<file path="config.mk">
export PLATFORM = sky130hd
export DESIGN_NAME = seg_display
export DESIGN_NICKNAME = d
export VERILOG_FILES = /design/src/logic/board_params.svh /design/src/logic/input_pkg.sv /design/src/logic/seg_display.sv
export SDC_FILE = /design/constraint.sdc
export NUM_CORES = 1
export LEC_CHECK = 0
export ABC_AREA = 1
export BUFFER_PORTS_ARGS = -buffer_cell sky130_fd_sc_hd__buf_2
export CORE_MARGIN = 1.5
export CORE_UTILIZATION = 54
export CTS_CLUSTER_DIAMETER = 100
export DETAILED_ROUTE_END_ITERATION = 7
export PLACE_DENSITY = 0.76
export SETUP_SLACK_MARGIN = 0.1
export SYNTH_ARGS = -nofsm -noshare
export SYNTH_HDL_FRONTEND = slang
export SYNTH_SLANG_ARGS = --single-unit
</file>
<file path="constraint.sdc">
create_clock -name clk -period 3 [get_ports clk]
set_clock_uncertainty 0.2 [all_clocks]
set_input_delay 0.15 -clock clk [delete_from_list [all_inputs] [get_ports clk]]
set_output_delay 0.15 -clock clk [all_outputs]
set_load 0.01 [all_outputs]
</file>
<file path="src/logic/board_params.svh">
`ifndef BOARD_PARAMS_SVH
`define BOARD_PARAMS_SVH

// Horizontal timing of the 640x480 frame in clock cycles.
`define H_ACTIVE      640
`define H_SYNC_START  656
`define H_SYNC_END    752
`define H_TOTAL       800

// Vertical values in lines.
`define V_ACTIVE      480
`define V_SYNC_START  490
`define V_SYNC_END    492
`define V_TOTAL       525

// Cells are 8x8 pixels.
`define CELL_SHIFT    3

// One colour word per cell.
`define FB_COLS       80
`define FB_ROWS       60
`define FB_DEPTH      4800

`endif

</file>
<file path="src/logic/input_pkg.sv">
package input_pkg;

    // One byte from the keyboard.
    typedef logic [7:0] scan_code_t;

    // ALU operand and result width.
    typedef logic [3:0] nibble_t;

    // ALU function select.
    typedef enum logic [2:0] {
        ADD,
        SUB,
        NOT_A,
        AND,
        OR,
        XOR,
        LESS_THAN,
        EQUAL
    } alu_op_e;

endpackage

</file>
<file path="src/logic/seg_display.sv">
`timescale 1ns/100ps

module seg_display (
    input  logic                  clk,
    input  logic                  reset,
    input  input_pkg::scan_code_t code,
    input  logic                  code_valid,
    output logic [7:0]            seg0,
    output logic [7:0]            seg1,
    output logic [7:0]            seg2,
    output logic [7:0]            seg3,
    output logic [7:0]            seg4,
    output logic [7:0]            seg5,
    output logic [7:0]            seg6,
    output logic [7:0]            seg7
);

    // Entry 0 is the newest code.
    input_pkg::scan_code_t history [4];

    // Segments a..g on bits 0..6, active low, decimal point off.
    function automatic logic [7:0] hex_to_seg(input logic [3:0] value);
        case (value)
            4'h0: return 8'hC0;
            4'h1: return 8'hF9;
            4'h2: return 8'hA4;
            4'h3: return 8'hB0;
            4'h4: return 8'h99;
            4'h5: return 8'h92;
            4'h6: return 8'h82;
            4'h7: return 8'hF8;
            4'h8: return 8'h80;
            4'h9: return 8'h90;
            4'hA: return 8'h88;
            4'hB: return 8'h83;
            4'hC: return 8'hC6;
            4'hD: return 8'hA1;
            4'hE: return 8'h86;
            default: return 8'h8E;
        endcase
    endfunction

    always_ff @(posedge clk) begin
        if (reset) begin
            history <= '{default: '0};
        end else if (code_valid) begin
            history <= '{code, history[0], history[1], history[2]};
        end
    end

    assign seg0 = hex_to_seg(history[0][3:0]);
    assign seg1 = hex_to_seg(history[0][7:4]);
    assign seg2 = hex_to_seg(history[1][3:0]);
    assign seg3 = hex_to_seg(history[1][7:4]);
    assign seg4 = hex_to_seg(history[2][3:0]);
    assign seg5 = hex_to_seg(history[2][7:4]);
    assign seg6 = hex_to_seg(history[3][3:0]);
    assign seg7 = hex_to_seg(history[3][7:4]);

endmodule

</file>
# Word level (Yosys, flattened, before mapping)
# Memories as Yosys holds them, arrays and structs flattened. A register that Yosys moved wholly into a read port is not among the register bits.
# Index checks and enable logic that the tools add are counted.
# word_totals
n_memories,8
rom_bits,896
ff_bits,32
output_inout_bits,64
# mem_list
name,depth,word_bits,rd,rd_ports_with_merged_regs,write_ports,line,text
(name not given),16,7,1,1,0,seg_display.sv:23,case (value)
(name not given),16,7,1,1,0,seg_display.sv:23,
(name not given),16,7,1,1,0,seg_display.sv:23,
(name not given),16,7,1,1,0,seg_display.sv:23,
(name not given),16,7,1,1,0,seg_display.sv:23,
(name not given),16,7,1,1,0,seg_display.sv:23,
2 more memories,--,--,--,--,--,--,
# classes
muxes,16
# op_table
operator,n
two-way mux 4 bit,16

# Depth between registers and ports, before layout
# depth
depth_word,2
mapped_depth,12
mapped_depth_nobuf,10

# Least setup slack after synthesis
# OpenSTA, ideal clock, no wires.
# synth_timing
path_type,input -> register
startpoint,in reset
endpoint,reg seg7[3] (netlist name)
cell_stages,9
required_ns,2.688
path_slack_ns,1.411
path_buffers,2
t_arrival_ns,1.277
path_cell_list,buf_6 inv_6 buf_2 nand2_1 ha_1 inv_1 nand3_1 nand3_1 nand2_1
# synth_via
elab_chain_cells,1
# synth_rtl
element,line,text
"start, declared",seg_display.sv:5,"input logic reset,"
two-way mux 4 bit (no source line),--,
# Every way passes these cells.
# A chain may end at the register's enable or synchronous reset.

# Worst setup path in the final report
# layout_timing
startpoint,in code_valid
endpoint,reg seg4[0] (netlist name)
# layout_via
elab_chain_cells,2
# layout_rtl
element,line,text
"start, declared",seg_display.sv:7,"input logic code_valid,"
two-way mux 4 bit (no source line) (2 in series),--,
# Every way passes these cells.

==> flow_metrics.env <==
export IMPL_critPathMaxStageDelay_ps=510
export IMPL_avgRoutedWirePerCell_um=11.6
export IMPL_grt_met1_usage_pct=27.8
export IMPL_ys_seq_area_share_pct=34.2
export IMPL_drive_above_1_share_pct=16.4
export IMPL_vias_in_the_first_global_route=4047
export IMPL_drt_first_iter_violations=267
export IMPL_criticalPathCategory="in2reg"
export IMPL_grt_pass1_wl_um=18100
export IMPL_synthToLayoutAreaGrowth_pct=10.9
export IMPL_postCtsSetupBuffers=0
export IMPL_place_inst=910
export IMPL_start_util_pct=55.7
export IMPL_die_x_um=101
export IMPL_antenna_found_initial=0
export IMPL_finish_net_count=854
export IMPL_timing_slew_headroom_pct=52.9
export IMPL_critical_path_maximum_fanout=37
export IMPL_worstMarginPinSlew_ps=706
export IMPL_global_route_usage_total_pct=22.0
export IMPL_grt_max_degree=71
export IMPL_post_synth_instance_area_um2=5150
export IMPL_gr_max_usage_layer="met2"
export IMPL_drt_wl_total_um=10700
export IMPL_viasPerCell=4.89
export IMPL_buffer_ports_inserted=66
export IMPL_cts_tree="done"
export IMPL_synth_avg_cell_area_um2=7.04
export IMPL_vdd_ir_drop_worst_uv=268
export IMPL_report_final_setup_viol=0
export IMPL_clock_tree_buffer_depth=2
export IMPL_gpl_final_weighted_congestion=0.846
export IMPL_total_power_uw=2650
export IMPL_crit_family="buffers and inverters"
export IMPL_mostFrequentLayoutCell="nand2_1"
export IMPL_finalNonFillerCells=929
export IMPL_die_area_um2=10100
export IMPL_yosys_register_bits=88
export IMPL_critPathMostFrequentCell="nand2_1"
export IMPL_grt_ovfl_total=0
export IMPL_layout_min_cycle_time_ps=1810
export IMPL_cellPowerDensity_nw_per_um2=464
export IMPL_htreeDepth=3
export IMPL_ant_nets=0
export IMPL_worstSetupEndpointType="register"
export IMPL_critical_path_cell_chain="buf_2 > inv_2 > nand2_1 > nand2_1 > nand2_1 > inv_1 > ha_1 > inv_1 > nand3_1 > nand3_1 > nand2_1"
export IMPL_dp_final_hpwl_um=7540
export IMPL_power_leakage_uw=0.00343
export IMPL_timing_final_ws_setup_ps=1190
export IMPL_worstSetupStartpointType="input pin"
export IMPL_rows=35
export IMPL_worst_path_max_delay_cell="inv_2"
export IMPL_die_height_um=101
export IMPL_yosys_warnings=0
export IMPL_syn_inst=732
export IMPL_gr_usage_met2_pct=36.9
export IMPL_max_cap_violations=0
export IMPL_hold_violations=0
export IMPL_fin_crit_sh_pct=60.3
export IMPL_clock_tree_root_cell="clkbuf_8"
export IMPL_worst_setup_hold_path_clk_slew_ps=90
export IMPL_totalNegativeSetupSlack_ps=0
export IMPL_status="finished, final reports clean"
export IMPL_route_detailed_drc=0
export IMPL_arrival_ps=1930
export IMPL_cts_inserted_buffers=9
export IMPL_area_of_the_core_region_um2=9240
export IMPL_commonest_non_fill_non_tap_cells_in_the_layout="260 x nand2_1, 122 x nand3_1, 97 x inv_1"
export IMPL_worst_path_bufs_invs=4
export IMPL_rsz0062_at_grt="false"
export IMPL_global_route_usage_met3_pct=3.61
export IMPL_hold_path_class="in2reg"
export IMPL_design_portCount=75
export IMPL_clkLatencyLatePin_ps=370
export IMPL_antenna_cells=0
export IMPL_clock_sinks=88
export IMPL_firstDrtPassIters=5
export IMPL_detailroute_via_count=4546
export IMPL_synthDistinctLibCells=22
export IMPL_pre_cts_slack_ps=788
export IMPL_fmax_ghz=0.552
export IMPL_timing_critical_path_required_ps=3120
export IMPL_timing_max_transition_violations_final=0
-- metal layers --
layer	part of all wire (%)	vias to the layer above	wire length, µm
met3	4.2	22	448
li1	-	2371	-
met2	48	122	5120
met4	2.1	0	221
met1	46	2031	4960
met5	0	-	0
-- final cells by class --
class | instances | area [µm²]
well taps | 129 | 161
multi-input cells | 524 | 2820
clock buffers | 10 | 138
clock inverters | 6 | 68.8
repair buffers | 73 | 390
fillers | 881 | 3530
inverters | 99 | 377
flip-flops and latches | 88 | 1760
-- sequential cells by signal (all words and copies together), names as in the netlist --
name     cells
seg7         7
seg5         7
seg2         7
seg0         7
seg1         7
seg4         7
seg6         7
seg3         7
history     32
-- final timing paths --
path	startpoint	to	slack (ps)	cells after the start
max reg2reg	history[21]	seg5[3]	1280	9
max	code_valid	seg4[0]	1190	11
min reg2reg	history[3]	history[3]	410	2
min	code[5]	history[29]	10	5
-- logic make-up (layout without fill, tap and decap cells) --
kind of cell	after synthesis	count (layout)	synth area share [%]
flops	88	88	34.2
simple gates	447	447	39.0
buf+inv	127	188	11.6
compound gates	21	21	3.43
other cells	1	8	0.0728
fa+ha+maj	48	48	11.7
-- what timing repair did --
action	in CTS	in global routing
endpoints found under the setup margin	0	0
hold endpoints to repair	14	0
hold buffers	3	0
gates resized for setup	0	0
-- metrics by stage --
step	utilization, %	cell area [µm²]	hold slack [ps]
2_1_floorplan	-	5180	153
3_3_place_gp	59.3	5480	319
3_5_place_dp	59.3	5480	329
4_1_cts	61.8	5710	0.178
5_1_grt	61.8	5710	42.9
6_report	61.8	5710	13.2
-- synth_stat cells (all sizes together) --
cell type,count,area share [%]
nand2,270,20
dfxtp,88,34
nor2,40,3.7
nand3b,1,0.15
nand3,136,15
conb,1,0.073
ha,48,12
buf,28,4.3
o21ai,21,3.4
inv,99,7.3
-- tightest hold or removal path, cell delays in order --
cell	delay (ps)
buf_2	110
inv_1	50
nand2_1	50
nand3_2	130
inv_1	50
-- power by group --
group / leakage [µW] / total [µW] / internal [µW] / switching [µW]
Combinational: 0.00262 / 510 / 169 / 342
Clock: 0.0000907 / 852 / 408 / 443
Sequential: 0.000727 / 1290 / 1260 / 30.4
Total: 0.00343 / 2650 / 1830 / 815
(Power assumes the default switching activity.)
