[src/logic/board_params.svh]
`ifndef BOARD_PARAMS_SVH
`define BOARD_PARAMS_SVH

// Horizontal timing of the 640x480 frame in clock cycles.
`define H_ACTIVE      640
`define H_SYNC_START  656
`define H_SYNC_END    752
`define H_TOTAL       800

// Vertical values in lines.
`define V_ACTIVE      480
`define V_SYNC_START  490
`define V_SYNC_END    492
`define V_TOTAL       525

// Cells are 8x8 pixels.
`define CELL_SHIFT    3

// One colour word per cell.
`define FB_COLS       80
`define FB_ROWS       60
`define FB_DEPTH      4800

`endif

[src/logic/video_pkg.sv]
package video_pkg;

    // Horizontal or vertical pixel position.
    typedef logic [9:0] pixel_coord_t;

    // Cell index, row * 80 + column.
    typedef logic [12:0] cell_addr_t;

    // RGB444, red in the top nibble.
    typedef logic [11:0] colour_t;

endpackage

[src/logic/input_pkg.sv]
package input_pkg;

    // One byte from the keyboard.
    typedef logic [7:0] scan_code_t;

    // ALU operand and result width.
    typedef logic [3:0] nibble_t;

    // ALU function select.
    typedef enum logic [2:0] {
        ADD,
        SUB,
        NOT_A,
        AND,
        OR,
        XOR,
        LESS_THAN,
        EQUAL
    } alu_op_e;

endpackage

[src/logic/cell_painter.sv]
`timescale 1ns/100ps
`include "board_params.svh"

module cell_painter (
    input  logic                  clk,
    input  logic                  reset,
    input  input_pkg::scan_code_t code,
    input  logic                  code_valid,
    input  logic [7:0]            sw,
    output logic                  wr_req,
    output video_pkg::cell_addr_t wr_addr,
    output video_pkg::colour_t    wr_colour,
    input  logic                  wr_ack
);

    localparam input_pkg::scan_code_t KEY_BREAK = 8'hF0;
    localparam input_pkg::scan_code_t KEY_UP    = 8'h1D;
    localparam input_pkg::scan_code_t KEY_DOWN  = 8'h1B;
    localparam input_pkg::scan_code_t KEY_LEFT  = 8'h1C;
    localparam input_pkg::scan_code_t KEY_RIGHT = 8'h23;

    logic [6:0] cursor_col;
    logic [5:0] cursor_row;
    logic       break_next;

    // The cursor is frozen while a write waits, so the address holds.
    assign wr_addr = video_pkg::cell_addr_t'(cursor_row) * video_pkg::cell_addr_t'(`FB_COLS) +
                     video_pkg::cell_addr_t'(cursor_col);

    always_ff @(posedge clk) begin
        if (reset) begin
            cursor_col <= '0;
            cursor_row <= '0;
            break_next <= 1'b0;
            wr_req     <= 1'b0;
        end else if (wr_req) begin
            if (wr_ack) begin
                wr_req <= 1'b0;
            end
        end else if (code_valid) begin
            if (code == KEY_BREAK) begin
                break_next <= 1'b1;
            end else if (break_next) begin
                break_next <= 1'b0;
            end else begin
                case (code)
                    KEY_UP:    cursor_row <= (cursor_row == '0) ? 6'(`FB_ROWS - 1)
                                                                : cursor_row - 1'b1;
                    KEY_DOWN:  cursor_row <= (cursor_row == 6'(`FB_ROWS - 1)) ? '0
                                                                : cursor_row + 1'b1;
                    KEY_LEFT:  cursor_col <= (cursor_col == '0) ? 7'(`FB_COLS - 1)
                                                                : cursor_col - 1'b1;
                    KEY_RIGHT: cursor_col <= (cursor_col == 7'(`FB_COLS - 1)) ? '0
                                                                : cursor_col + 1'b1;
                    default:   wr_req <= 1'b1;
                endcase
            end
        end
    end

    always_ff @(posedge clk) begin
        if (code_valid && !wr_req) begin
            wr_colour <= {sw, code[3:0]};
        end
    end

endmodule

[config.mk]
export PLATFORM = sky130hd
export DESIGN_NAME = cell_painter
export DESIGN_NICKNAME = d
export VERILOG_FILES = /design/src/logic/video_pkg.sv /design/src/logic/input_pkg.sv /design/src/logic/cell_painter.sv
export VERILOG_INCLUDE_DIRS = /design/src /design/src/logic
export SDC_FILE = /design/constraint.sdc
export NUM_CORES = 1
export LEC_CHECK = 0
export BUFFER_PORTS_ARGS = -buffer_cell sky130_fd_sc_hd__buf_2
export CAP_MARGIN = 20
export CORE_ASPECT_RATIO = 0.5
export CORE_MARGIN = 2
export CORE_UTILIZATION = 45
export CTS_BUF_LIST = sky130_fd_sc_hd__clkbuf_8
export DETAILED_ROUTE_END_ITERATION = 10
export PLACE_DENSITY = 0.77
export SETUP_SLACK_MARGIN = 0.15
export SKIP_LAST_GASP = 1
export SLEW_MARGIN = 20
export SYNTH_ARGS = -nofsm -noshare
export SYNTH_HDL_FRONTEND = slang
export SYNTH_SLANG_ARGS = --single-unit
[constraint.sdc]
create_clock -name clk -period 5.79 [get_ports clk]
set_clock_uncertainty 0.1 [all_clocks]
set_input_delay 0.579 -clock clk [delete_from_list [all_inputs] [get_ports clk]]
set_output_delay 0.579 -clock clk [all_outputs]
set_load 0.1 [all_outputs]
* Word-level counts from Yosys, hierarchy flattened *
Cells that the tools add are included.

word-level totals
  word-level logic and storage cells = 44
  input port bits = 20
  flip-flop bits (word level) = 27
  output and inout bits = 26

cells by class
  reduce and logical (&&, ||, !) cells = 10
  mux-type cells = 13
  multiply operators = 1
  $add $sub $neg = 5
  equal/unequal tests = 7
  bitwise gates (word level) = 3

operators with widths
  kind                                                 number
  equality test 8 x 5 -> 1 bit, second input constant  3
  2-to-1 mux 7 bit                                     2
  case mux 7 bit (2 select lines)                      1
  adder 13 x 7 -> 13 bit                               1
  2-to-1 mux 6 bit                                     2
  case mux 6 bit (2 select lines)                      1
  AND reduction 5 bit                                  2
  multiplier 6 x 3 -> 9 bit, second input constant     1
  equality test 8 x 6 -> 1 bit, second input constant  1
  equality test 8 bit, second input constant           1
  adder 7 x 1 -> 7 bit, second input constant          1
  equality test 7 bit, second input constant           1
  zero test 7 bit                                      1
  2-to-1 mux 1 bit                                     7
  subtractor 7 x 1 -> 7 bit, second input constant     1
  adder 6 x 1 -> 6 bit, second input constant          1
  equality test 6 bit, second input constant           1
  zero test 6 bit                                      1
  subtractor 6 x 1 -> 6 bit, second input constant     1
  nonzero test 2 bit                                   2
  OR reduction 4 bit                                   1
  NOT 1 bit                                            3
  AND reduction 2 bit                                  1
  logical AND 1 bit                                    1
  zero test 1 bit                                      1

* Logic depth before layout (Yosys ltp) *
  word-level depth = 7
  depth in mapped cells = 8
  gate-level depth less buffers = 8

* Least setup slack after synthesis *
Ideal clock, no wire load.

  kind = reg-to-output
  start point = reg cursor_row[1]
  end point = out wr_addr[12]
  setup slack = 1.094 ns
  cell stages (with the launch flop) = 9
  arrival = 4.017 ns
  path buffers = 0
  required time = 5.111 ns
  cells stage by stage = dfxtp_1 > ha_1 > ha_1 > fa_1 > a21o_1 > a21oi_1 > xnor2_1 > nand2_1 > o21ai_0

between the ends
  word-level cells in the longest chain between the ends = 2

ends and longest elaborated chain
  element                    line                RTL
  from (decl)                cell_painter.sv:23  logic [5:0] cursor_row;
  from (signal assigned)     cell_painter.sv:47  KEY_UP: cursor_row <= (cursor_row == '0) ? 6'(`FB_ROWS - 1)
  from (signal assigned)     cell_painter.sv:49  KEY_DOWN: cursor_row <= (cursor_row == 6'(`FB_ROWS - 1)) ? '0
  multiplier 6 x 3 -> 9 bit  cell_painter.sv:27  assign wr_addr = video_pkg::cell_addr_t'(cursor_row) * video_pkg::cell_addr_t'(`FB_COLS) +
  adder 13 x 7 -> 13 bit     cell_painter.sv:27
  to (decl)                  cell_painter.sv:11  output video_pkg::cell_addr_t wr_addr,

Every way passes these cells.

* Worst setup path in the final report *
  start point = reg cursor_row[3]
  end point = out wr_addr[12]

Same word-level chain as after synthesis.

==> impl_metrics.py <==
metrics = {
    "synthesis": {
        "synth_edf_count": 12,
        "ys_warn_count": 0,
        "synth_top_area_share": 0.179,
        "seq_area_frac_synth": 0.327,
        "ys.flop_type": "dfxtp_1",
        "ys_ff_latch": 27,
        "synth_top_cell_by_area": "edfxtp_1",
        "syn_nets": 258,
        "synth_cell_type_count": 55,
        "postSynthCellCount": 220,
        "syn_area_um2": 2020,
        "synthTopCellsByArea": "edfxtp_1 (18%), dfxtp_1 (15%), ha_1 (9.9%)",
        "synth.avg_cell_area_um2": 9.17,
        "ys_top_cells_by_count": "a21oi_1 (20), ha_1 (16), dfxtp_1 (15)",
        "yosysMostFrequentCell": "a21oi_1",
        "async_flop_share": 0,
    },
    "finish": {
        "final_area_um2": 2280,
        "drive_gt1_frac": 0.224,
        "final_nets": 293,
        "area_growth_pct": 13.0,
        "n_antenna_cell": 0,
    },
    "pwr": {
        "power_density_nw_per_um2": 171,
        "power.total_uw": 389,
        "max-vdd-ir-drop_uv": 105,
        "power_leakage_uw": 0.000947,
    },
    "global_route": {
        "grt_first_pass_wirelength_mm": 6.91,
        "antenna_found_initial": 0,
        "grt_pass1_vias": 1589,
        "grt_max_degree": 16,
        "overflow": 0,
        "grt_usage": 0.167,
    },
    "die": {
        "die_y_um": 51.4,
        "rows": 17,
        "pin_count": 46,
        "die_area_um2": 5070,
        "core-area_um2": 4360,
        "die_x_um": 98.7,
        "start_util": 0.463,
    },
    "drt": {
        "antenna_left": 0,
        "dr.pass1.iters": 4,
        "dr_total_vias": 1730,
        "wl_per_cell_um": 13.8,
        "drcViolationCount": 0,
        "vias_per_cell": 5.56,
        "routed_wl_mm": 4.30,
        "drt_iter0_markers": 49,
    },
    "clock_network": {
        "post_cts_buffers": 0,
        "clk_pin_slew_ps": 90,
        "cts_resized": 0,
        "clk_latency_ps": 280,
        "clockRootBuffer": "clkbuf_8",
        "cts_sinks": 27,
        "tritoncts": "built",
        "ctsLongestPathBuffers": 2,
        "cts_buffers": 3,
        "htree_levels": 1,
        "cts_hold_buf": 0,
    },
    "timing": {
        "post-route-min-period_ps": 3710,
        "tns_ps": 0,
        "fmax_mhz": 270,
        "slew_violations": 0,
        "finalHoldViolCount": 0,
        "rsz0062_at_grt": "no",
        "period_share": 0.640,
        "relSlewSlack": 0.542,
        "tightest_slew_ps": 684,
        "setup_viol": 0,
        "finalWorstSetupSlack_ps": 2080,
    },
    "critical_path": {
        "crit_type": "reg -> out",
        "arrival_ps": 3030,
        "timing.critical_path.fanout_max": 12,
        "critPathRequiredTime_ps": 5110,
        "cp-end-kind": "output port",
        "startpoint_type": "flip-flop",
    },
    "placed_design": {
        "gp_congestion": 0.814,
        "io_buffers": 45,
        "dp_slack_ps": 2410,
        "dp_hpwl_mm": 3.25,
        "place_area_um2": 2230,
    },
    "flow_run": {
        "maxCapViolations": 0,
    },
    "min_path": {
        "hold_class": "in -> reg",
    },
    "status": {
        "outcome": "completed",
    },
}
[worst max-delay path, stage by stage (launching register included)]
cell and delay, ps:
dfxtp_1 590, ha_1 320, ha_1 230, fa_1 420, a21o_1 200, a21oi_1 170
xnor2_1 170, nand2_1 70, o21ai_0 140, buf_2 440
[placed cells by master (no fill, tap or decap), types with 2 or more instances in the layout]
| cell | n |
|---|---|
| a21oi_1 | 20 |
| nand4_1 | 3 |
| xor2_1 | 6 |
| nor4_1 | 2 |
| and2_1 | 2 |
| xnor2_1 | 11 |
| a211oi_1 | 4 |
| nor3b_1 | 2 |
| dfxtp_1 | 15 |
| nor2_1 | 14 |
| o21ai_0 | 7 |
| fa_1 | 2 |
| o211ai_1 | 6 |
| or3_1 | 2 |
| o31ai_1 | 2 |
| buf_2 | 45 |
| a32oi_1 | 2 |
| nand2_1 | 11 |
| nor3_1 | 5 |
| inv_1 | 9 |
| clkbuf_8 | 3 |
| nand3b_1 | 2 |
| nand2b_1 | 8 |
| edfxtp_1 | 12 |
| a21o_1 | 3 |
| mux2i_1 | 3 |
| ha_1 | 16 |
| nor2b_1 | 4 |
| nand4b_1 | 2 |
| o21a_1 | 2 |
| nand3_1 | 6 |
[sequential cells by signal (all words and copies together) (netlist names)]
signal / count
cursor_row: 6
break_next: 1
cursor_col: 7
wr_req: 1
wr_colour: 12
[routing by layer]
layer  GRT usage  vias up  routed length (µm)
li1            -      880                   -
met1       0.201      811                1940
met2       0.308       34                2150
met3      0.0383        5                 172
met4      0.0411        0                  30
met5           0        -                   0
[per-stage QoR]
stage          hold WS [ps]  utilization  instances
2_1_floorplan           361            -        220
3_3_place_gp            378        0.512        307
3_5_place_dp            395        0.512        307
4_1_cts                 368        0.522        311
5_1_grt                 364        0.523        311
6_report                373        0.523        311
[area by class of cell]
class | instances | area (µm²)
clock buffers | 3 | 41.3
clock inverters | 1 | 3.75
repair buffers | 45 | 225
multi-input cells | 170 | 1250
fillers | 390 | 2080
flip-flops and latches | 27 | 661
inverters | 8 | 30.0
well taps | 57 | 71.3
[logic make-up after synthesis]
family | Yosys count | synth area share
xor gates and xnor gates | 17 | 0.0738
AOI/OAI and AO/OA | 58 | 0.197
DFF | 27 | 0.327
adders and majority gates | 18 | 0.119
muxes | 4 | 0.0205
buffers and inverters | 23 | 0.0558
and+or+nand+nor | 73 | 0.206
[path summary, 6_finish.rpt]
kind / startpoint / endpoint / slack (ps) / cells after the start
worst min-delay path: sw[6] / wr_colour[10]$_DFFE_PP_ / 370 / 1
worst min register to register: break_next$_SDFFE_PP0P_ / break_next$_SDFFE_PP0P_ / 410 / 2
worst max register to register: cursor_row[1]$_SDFFE_PP0P_ / cursor_row[2]$_SDFFE_PP0P_ / 3860 / 7
worst max-delay path: cursor_row[3]$_SDFFE_PP0P_ / wr_addr[12] / 2080 / 9
[where the power goes]
group          leakage (µW)  switching [µW]  internal, µW  total (µW)
Sequential         0.000236            2.64           206         209
Combinational      0.000684            60.6          14.5        75.0
Clock             0.0000269            58.1          47.6         106
Total              0.000947             121           268         389
Note: power is estimated with default switching activity, not from simulation.
