## src/logic/board_params.svh

```systemverilog
`ifndef BOARD_PARAMS_SVH
`define BOARD_PARAMS_SVH

// Horizontal timing of the 640x480 frame in clock cycles.
`define H_ACTIVE      640
`define H_SYNC_START  656
`define H_SYNC_END    752
`define H_TOTAL       800

// Vertical values in lines.
`define V_ACTIVE      480
`define V_SYNC_START  490
`define V_SYNC_END    492
`define V_TOTAL       525

// Cells are 8x8 pixels.
`define CELL_SHIFT    3

// One colour word per cell.
`define FB_COLS       80
`define FB_ROWS       60
`define FB_DEPTH      4800

`endif

```

## src/logic/input_pkg.sv

```systemverilog
package input_pkg;

    // One byte from the keyboard.
    typedef logic [7:0] scan_code_t;

    // ALU operand and result width.
    typedef logic [3:0] nibble_t;

    // ALU function select.
    typedef enum logic [2:0] {
        ADD,
        SUB,
        NOT_A,
        AND,
        OR,
        XOR,
        LESS_THAN,
        EQUAL
    } alu_op_e;

endpackage

```

## src/logic/alu_4bit.sv

```systemverilog
`timescale 1ns/100ps

module alu_4bit (
    input  input_pkg::alu_op_e alu_op,
    input  input_pkg::nibble_t alu_a,
    input  input_pkg::nibble_t alu_b,
    output input_pkg::nibble_t alu_res,
    output logic               alu_zero,
    output logic               alu_carry,
    output logic               alu_overflow
);

    logic [4:0] sum_ext;
    logic [4:0] diff_ext;

    // Bit 4 is the carry out, or the borrow for a subtraction.
    assign sum_ext  = {1'b0, alu_a} + {1'b0, alu_b};
    assign diff_ext = {1'b0, alu_a} - {1'b0, alu_b};

    always_comb begin
        alu_res      = '0;
        alu_carry    = 1'b0;
        alu_overflow = 1'b0;
        case (alu_op)
            input_pkg::ADD: begin
                alu_res      = sum_ext[3:0];
                alu_carry    = sum_ext[4];
                alu_overflow = (alu_a[3] == alu_b[3]) && (sum_ext[3] != alu_a[3]);
            end
            input_pkg::SUB: begin
                alu_res      = diff_ext[3:0];
                alu_carry    = diff_ext[4];
                alu_overflow = (alu_a[3] != alu_b[3]) && (diff_ext[3] != alu_a[3]);
            end
            input_pkg::NOT_A:     alu_res = ~alu_a;
            input_pkg::AND:       alu_res = alu_a & alu_b;
            input_pkg::OR:        alu_res = alu_a | alu_b;
            input_pkg::XOR:       alu_res = alu_a ^ alu_b;
            input_pkg::LESS_THAN: alu_res = {3'b000, $signed(alu_a) < $signed(alu_b)};
            input_pkg::EQUAL:     alu_res = {3'b000, alu_a == alu_b};
        endcase
    end

    assign alu_zero = (alu_res == 4'd0);

endmodule

```

## config.mk

```make
export PLATFORM = sky130hd
export DESIGN_NAME = alu_4bit
export DESIGN_NICKNAME = d
export VERILOG_FILES = /design/src/logic/board_params.svh /design/src/logic/input_pkg.sv /design/src/logic/alu_4bit.sv
export SDC_FILE = /design/constraint.sdc
export NUM_CORES = 1
export LEC_CHECK = 0
export BUFFER_PORTS_ARGS = -buffer_cell sky130_fd_sc_hd__buf_2
export CAP_MARGIN = 20
export CORE_UTILIZATION = 35
export DETAILED_ROUTE_END_ITERATION = 16
export SLEW_MARGIN = 30
export SYNTH_ARGS = -nofsm -noshare
export SYNTH_HDL_FRONTEND = slang
export SYNTH_SLANG_ARGS = --single-unit
```

## constraint.sdc

```tcl
create_clock -name vclk -period 1.6
set_clock_uncertainty 0.05 [all_clocks]
set_input_delay 0.08 -clock vclk [all_inputs]
set_output_delay 0.08 -clock vclk [all_outputs]
set_load 0.03 [all_outputs]
```

== Word-level counts from Yosys, hierarchy flattened ==
Cells that the tools add are included.

* Add/subtract/negate cells: 2
* $lt $le $gt $ge: 1
* Equal/unequal tests: 12
* Muxes and demuxes: 3
* Bitwise operators: 4
* Reduce and logical (&&, ||, !) cells: 4

{| class="wikitable"
|+ Operator list
! operator !! number
|-
| case mux 4 bit (8 select lines) || 1
|-
| == test 3 bit, second input constant || 4
|-
| == test 3 x 2 -> 1 bit, second input constant || 2
|-
| adder 4 x 4 -> 5 bit || 1
|-
| subtractor 4 x 4 -> 5 bit || 1
|-
| bitwise AND 4 bit || 1
|-
| == test 4 bit || 1
|-
| zero test 4 bit || 1
|-
| < comparator 4 bit || 1
|-
| NOT 4 bit || 1
|-
| bitwise OR 4 bit || 1
|-
| case mux 1 bit (2 select lines) || 2
|-
| bitwise XOR 4 bit || 1
|-
| == test 3 x 1 -> 1 bit, second input constant || 1
|-
| zero test 3 bit || 1
|-
| != test 1 bit || 3
|-
| logical AND 1 bit || 2
|-
| == test 1 bit || 1
|}

* Flip-flop bits (word level): 0
* Output and inout bits: 7

== Logic depth before layout (Yosys ltp) ==
Gate-level depths: netlist of the first run.

* Depth in word-level cells: 4
* Gate-level depth with buffers: 9
* Mapped depth without buffers: 9

== Worst setup path after synthesis of the first run ==
No wires, ideal clock.

* Path type: input-to-output
* Start point: input alu_a[0]
* End point: output alu_zero
* Data arrival time: 2,073 ps
* Path slack: -603 ps
* Stages on the path: 9
* Buffers on the path: 0
* Cell sequence: inv_1 -> ha_1 -> inv_1 -> fa_1 -> mux2i_1 -> nor2_1 -> a21oi_1 -> o21ai_0 -> nor4_2

* Word-level cells in the longest chain between the ends: 3
* Elaborated cells on any way between the ends: 10
* Classes of those cells: 2 x add/sub; 1 x order compare; 1 x eq/ne; 1 x mux; 4 x bitwise; 1 x reduce/logical

{| class="wikitable"
|+ Ends and longest elaborated chain
! what !! RTL line !! text
|-
| start: declaration || alu_4bit.sv:5 || <nowiki>input input_pkg::nibble_t alu_a,</nowiki>
|-
| subtractor 4 x 4 -> 5 bit or adder 4 x 4 -> 5 bit (tied branches) || alu_4bit.sv:18, alu_4bit.sv:17 ||
|-
| case mux 4 bit (8 select lines) (*) || alu_4bit.sv:24 || <nowiki>case (alu_op)</nowiki>
|-
| via alu_res[1] || alu_4bit.sv:7 || <nowiki>output input_pkg::nibble_t alu_res,</nowiki>
|-
| zero test 4 bit (*) || alu_4bit.sv:44 || <nowiki>assign alu_zero = (alu_res == 4'd0);</nowiki>
|-
| end: declaration || alu_4bit.sv:8 || <nowiki>output logic alu_zero,</nowiki>
|}

The timed path passes the listed nets; every way through them passes the cells marked *.

== Final worst setup path of the first run ==
* Start point: input alu_b[1]
* End point: output alu_zero

* Word-level cells in the longest chain between the ends: 3
* Elaborated cells on any way between the ends: 9
* Classes of those cells: 2 x add/sub; 1 x order compare; 1 x eq/ne; 1 x mux; 3 x bitwise; 1 x reduce/logical

{| class="wikitable"
|+ Ends and longest elaborated chain
! what !! RTL line !! text
|-
| start: declaration || alu_4bit.sv:6 || <nowiki>input input_pkg::nibble_t alu_b,</nowiki>
|-
| subtractor 4 x 4 -> 5 bit (tied with other cells) || alu_4bit.sv:18 || <nowiki>assign diff_ext = {1'b0, alu_a} - {1'b0, alu_b};</nowiki>
|-
| case mux 4 bit (8 select lines) (*) || alu_4bit.sv:24 ||
|-
| zero test 4 bit (*) || alu_4bit.sv:44 ||
|}

Mark *: on every way between the ends. The rest lies on a longest branch, timed or not.

==> results of run 1 <==
kinds of logic (layout without fill, tap and decap cells):
| group | Yosys count | count (layout) |
|---|---|---|
| xor+xnor | 3 | 3 |
| simple gates | 30 | 30 |
| mux | 2 | 2 |
| fa+ha+maj | 14 | 14 |
| compound gates | 27 | 27 |
| buf+inv | 18 | 65 |
worst max path at each step:
| stage | start | to | slack [ns] | cells past startpoint |
|---|---|---|---|---|
| global placement | alu_b[1] | alu_zero | -0.37 | 9 |
| floorplan | alu_b[1] | alu_zero | -0.26 | 7 |
| CTS | alu_b[1] | alu_zero | -0.27 | 9 |
| finish | alu_b[1] | alu_zero | -0.31 | 10 |
| detailed placement | alu_b[1] | alu_zero | -0.43 | 9 |
| global route | alu_b[1] | alu_zero | -0.36 | 9 |
layout make-up:
cell class / instances / area, sq um
tap: 25 / 31.3
timing repair buffer: 51 / 432
multi-input combinational: 76 / 757
inverter: 14 / 58.8
fill: 157 / 485
synth_stat cells (2+ instances only):
cell type and count:
a31oi_1 3, nand4_1 2, o311a_1 3, o21ai_1 2, inv_1 12, buf_2 3, mux2i_1 2, o21ai_0 4
a21boi_0 2, nand2b_1 4, nor4_1 2, ha_1 12, nand2_1 4, inv_2 2, fa_1 2, nand3_1 4
nor2_1 6, nor2b_1 3, xnor2_1 3, a21oi_1 5
repair_timing:
action,in CTS,in global routing
gates cloned,0,0
resized for setup,32,11
setup buffers,8,0
pin swaps,21,5
setup endpoints to repair,7,7
endpoints found under the hold margin,0,0
metrics by stage:
stage | cell area, sq um | hold WS, ns | instances | setup WS [ns]
3_5_place_dp | 1080 | 0.608 | 162 | -0.434
6_report | 1280 | 0.586 | 166 | -0.306
2_1_floorplan | 762 | 0.341 | 94 | -0.264
4_1_cts | 1230 | 0.584 | 166 | -0.271
3_3_place_gp | 1080 | 0.612 | 162 | -0.373
5_1_grt | 1280 | 0.611 | 166 | -0.361
routing by layer:
layer  global-route usage  vias up  wire length (microns)  share of wire
met5                    0        -                      0              0
met4               0.0353        0                     55          0.025
met3               0.0198       10                     92          0.042
met2                0.414       37                   1090           0.49
met1                0.298      407                    968           0.44
li1                     -      432                      -              -
power groups by stage:
stage	clock (mW)	combinational, mW	sequential (mW)
after floorplan	0	0.240	0
after global placement	0	0.371	0
after detailed placement	0	0.378	0
after CTS	0	0.438	0
after global routing	0	0.502	0
final	0	0.471	0
==> reports/results.txt, run 1 <==
Adder-Cell Fraction of Synth Area = 0.285
hold depth = 4
Worst slew margin = 0.785
Synth area leader = ha_1
area delta synth->final = 91.4%
Final HPWL DP = 1.70 mm
seq_cells = 0
final worst path period share = 1.19
vias = 886
failing checks = setup timing
Max Cap Violations = 0
Setup crit start kind = primary input
Cell Pwr Density = 368 nW/um^2
Largest stage delay, worst path = 0.34 ns
number of DRC markers in iteration 0 = 30
Yosys top cell area share = 0.225
vias in the first global route = 801
most common cell after layout, fill and taps aside = buf_4
die area = 2090 sq um
average wire per standard cell = 13.3 microns
first-pass GRT wire length = 3.51 mm
final setup margin = -0.306 ns
hold path startpoint = alu_op[1]
xor/xnor share of the synthesized area = 0.0393
register area share after synthesis = 0
clock network power share = 0
Setup TNS Final = -1.06 ns
main combinational cell family by area after synthesis = compound AO/OA/AOI/OAI gates
port bufs = 18
hold-fix buffer count after cts = 0
antenna violations before repair = 0
Highest Clock Rate = 0.525 GHz
Synth Area in Simple Gates = 0.247
DR pass1 iterations = 4
P_sw = 0.237 mW
switching power share of the total = 0.505
Seq pwr share = 0
fin crit period = 1.91 ns
most frequent cells in the layout = buf_4 (29), buf_6 (11), buf_2 (8), inv_2 (7), ha_1 (7)
peak supply drop = 184 uV
P_int = 0.233 mW
worst slew pin tran = 0.320 ns
largest net degree at the start of global routing = 12
Worst Hold End = alu_carry
layout cells sized above 1 = 0.596
Slowest cell on crit path = ha_4
crit end category = primary output
FF+latch area = 0 sq um
worst path arrival time = 1.78 ns
Leak = 0.577 nW
Combinational Power Share = 1.000
overall power = 0.471 mW
ANT nets after route = 0
Post-Syn Instances = 94
Die X = 45.7 microns
gpl congestion = 0.876
std cell rows = 15
Setup-failing EPs final = 6
CORE AREA = 1760 sq um
CP dominant cell by count = buf_6
Synth cell types = 34
Req. time, crit path = 1.47 ns
all-layer global routing usage = 0.229
critical path type = in -> out
synth top area cells = ha_1 (22%), inv_1 (6.7%), fa_1 (6.0%), o311a_1 (4.5%), xnor2_1 (3.9%)
DR DRC count = 0
nets@finish = 168
complex-gate fraction of the synthesized area = 0.287
I/O pin count = 18
Final Max Tran Viols = 0
total grt overflow = 0
mapped cell area = 668 sq um
critical-path cell list = buf_8 > clkinvlp_4 > ha_4 > buf_6 > nor2_2 > o311a_1 > o311ai_2 > o311a_4 > nor4_4 > buf_6
Antenna diodes = 0
mean post-synth cell area = 7.11 sq um
drt total wl = 2.21 mm
Top delay family on crit path = compound AO/OA/AOI/OAI gates
Crit Path Max Fanout = 4
Die Ht = 45.7 microns
final core occ = 0.725
Initial Utilization = 0.379
unrepaired setup endpoints after global routing = yes
synthesized net count = 119
status = finished, violations left
Hold Vio Cnt, Final = 0
min-delay worst type = in -> out
Critical path buffers and inverters = 4
clock buffers = 0
Synth warnings = 0
vias per std cell = 5.34
post-synthesis mux area share = 0.0300
(Power assumes the default switching activity.)
==> inputs of run 2 (changes only) <==
--- a/config.mk
+++ b/config.mk
@@ -5,10 +5,13 @@
 export SDC_FILE = /design/constraint.sdc
 export NUM_CORES = 1
 export LEC_CHECK = 0
+export ABC_AREA = 1
 export BUFFER_PORTS_ARGS = -buffer_cell sky130_fd_sc_hd__buf_2
-export CAP_MARGIN = 20
-export CORE_UTILIZATION = 35
+export CELL_PAD_IN_SITES_DETAIL_PLACEMENT = 1
+export CELL_PAD_IN_SITES_GLOBAL_PLACEMENT = 2
+export CORE_UTILIZATION = 25
 export DETAILED_ROUTE_END_ITERATION = 16
+export PLACE_DENSITY_LB_ADDON = 0.1
 export SLEW_MARGIN = 30
 export SYNTH_ARGS = -nofsm -noshare
 export SYNTH_HDL_FRONTEND = slang
==> run 2 against run 1 <==
  * Synthesized cell count grew 39%
  * Critical path type unchanged
  * Clock-buffer cell count did not move
  * Power is 12% lower
  * The run still ends with setup timing left
==> reports/results.txt, run 2 <==
Yosys top cell area share = 0.207
peak supply drop = 178 uV
Non-Filler Instances = 202
Setup crit start kind = primary input
Cell Pwr Density = 353 nW/um^2
gpl congestion = 0.794
vias per std cell = 4.75
Setup-failing EPs final = 3
average wire per standard cell = 13.2 microns
met2 WL post-DR = 1.36 mm
DRT met1 WL = 1.27 mm
mean post-synth cell area = 5.53 sq um
first-pass GRT wire length = 4.40 mm
Leak = 0.628 nW
critical-path cell list = buf_8 > ha_4 > inv_4 > fa_2 > nor2_4 > nor3_4 > nand2_2 > nor2_2 > buf_6
Post-Syn Instances = 131
Largest stage delay, worst path = 0.58 ns
met3 routed wirelength = 37 microns
DR pass1 iterations = 4
largest net degree at the start of global routing = 10
synthesized net count = 156
vias = 959
Final HPWL DP = 2.16 mm
crit end category = primary output
DR top layer = met3
Placed Cells = 200
total grt overflow = 0
status = finished, violations left
Final Max Tran Viols = 0
DR DRC count = 0
ANT nets after route = 0
die area = 3120 sq um
Initial Utilization = 0.263
layout cells sized above 1 = 0.421
fill count = 377
most frequent cells in the layout = nand2_1 (28), buf_4 (27), nor2_1 (20), nand3_1 (16), inv_1 (13)
Synth cell types = 21
Die Ht = 55.8 microns
Antenna diodes = 0
worst slew pin tran = 0.268 ns
FF+latch area = 0 sq um
synth top area cells = ha_1 (21%), nand2_1 (16%), nor2_1 (12%), nand3_1 (12%), inv_1 (10%)
Highest Clock Rate = 0.611 GHz
hold-fix buffer count after cts = 0
antenna violations before repair = 0
drt total wl = 2.67 mm
std cell rows = 19
Worst slew margin = 0.821
Hold Vio Cnt, Final = 0
most common cell after layout, fill and taps aside = nand2_1
fin crit period = 1.64 ns
worst path arrival time = 1.51 ns
final worst path period share = 1.02
critical path type = in -> out
min-delay worst type = in -> out
mapped cell area = 724 sq um
Synth warnings = 0
all-layer global routing usage = 0.173
vias in the first global route = 926
Max Cap Violations = 0
I/O pin count = 18
seq_cells = 0
most frequent cells after synthesis = nand2_1 (31), nor2_1 (23), inv_1 (20)
Req. time, crit path = 1.47 ns
nets@finish = 198
most frequent cell after synthesis = nand2_1
Die X = 55.8 microns
port bufs = 18
final setup margin = -0.0363 ns
number of DRC markers in iteration 0 = 22
clock buffers = 0
CORE AREA = 2760 sq um
Synth area leader = ha_1
Slowest cell on crit path = fa_2
register area share after synthesis = 0
area delta synth->final = 62.0%
Crit Path Max Fanout = 3
Setup TNS Final = -0.0716 ns
failing checks = setup timing
unrepaired setup endpoints after global routing = yes
-- run 2: area by class of cell --
cell class / instances / area [sq um] / share of cell area
Inverter: 25 / 104 / 0.0885
Timing Repair Buffer: 43 / 322 / 0.274
Multi-Input combinational cell: 103 / 709 / 0.604
Tap cell: 31 / 38.8 / 0.0330
-- run 2: what timing repair did --
item,CTS,global route
resized for setup,28,16
buffers inserted,0,2
gates cloned,0,0
setup endpoints to repair,7,7
pin swaps,6,10
-- run 2: critical path, delay by kind of cell --
family | cells | cell delay [ns]
simple gates | 4 | 0.44
fa+ha+maj | 2 | 0.72
buf+inv | 3 | 0.26
-- run 2: logic make-up (layout without fill, tap and decap cells) --
| family | Yosys count | count (layout) | share of synthesized area |
|---|---|---|---|
| xor gates and xnor gates | 1 | 1 | 0.0121 |
| AOI/OAI and AO/OA | 8 | 8 | 0.0708 |
| adders and majority gates | 14 | 14 | 0.263 |
| buffers and inverters | 28 | 68 | 0.166 |
| and+or+nand+nor | 80 | 80 | 0.489 |
-- run 2: metal layers --
metal,GRT usage,vias to the layer above
li1,-,493
met1,0.244,453
met2,0.317,13
met3,0,0
met4,0,0
met5,0,-
-- run 2: where the power goes --
group	leakage, nW	switching, mW	internal [mW]
combinational	0.628	0.232	0.183
clock	0	0	0
sequential	0	0	0
total	0.628	0.232	0.183
-- run 2: worst paths after layout --
path | endpoint | slack [ns] | cells after the start | start
setup / recovery | alu_zero | -0.04 | 9 | alu_b[0]
hold / removal | alu_overflow | 0.65 | 6 | alu_a[3]
-- run 2: metrics by stage --
stage                     utilization  power (mW)  cell area (sq um)  hold WS, ns  worst slack (ns)
after floorplan                     -       0.203                727        0.382            0.0187
after global placement          0.363       0.334               1000        0.647            -0.125
after detailed placement        0.363       0.339               1000        0.658            -0.187
after CTS                       0.402       0.384               1110        0.661           -0.0338
after global routing            0.426       0.450               1170        0.694            -0.107
final                           0.426       0.415               1170        0.654           -0.0363
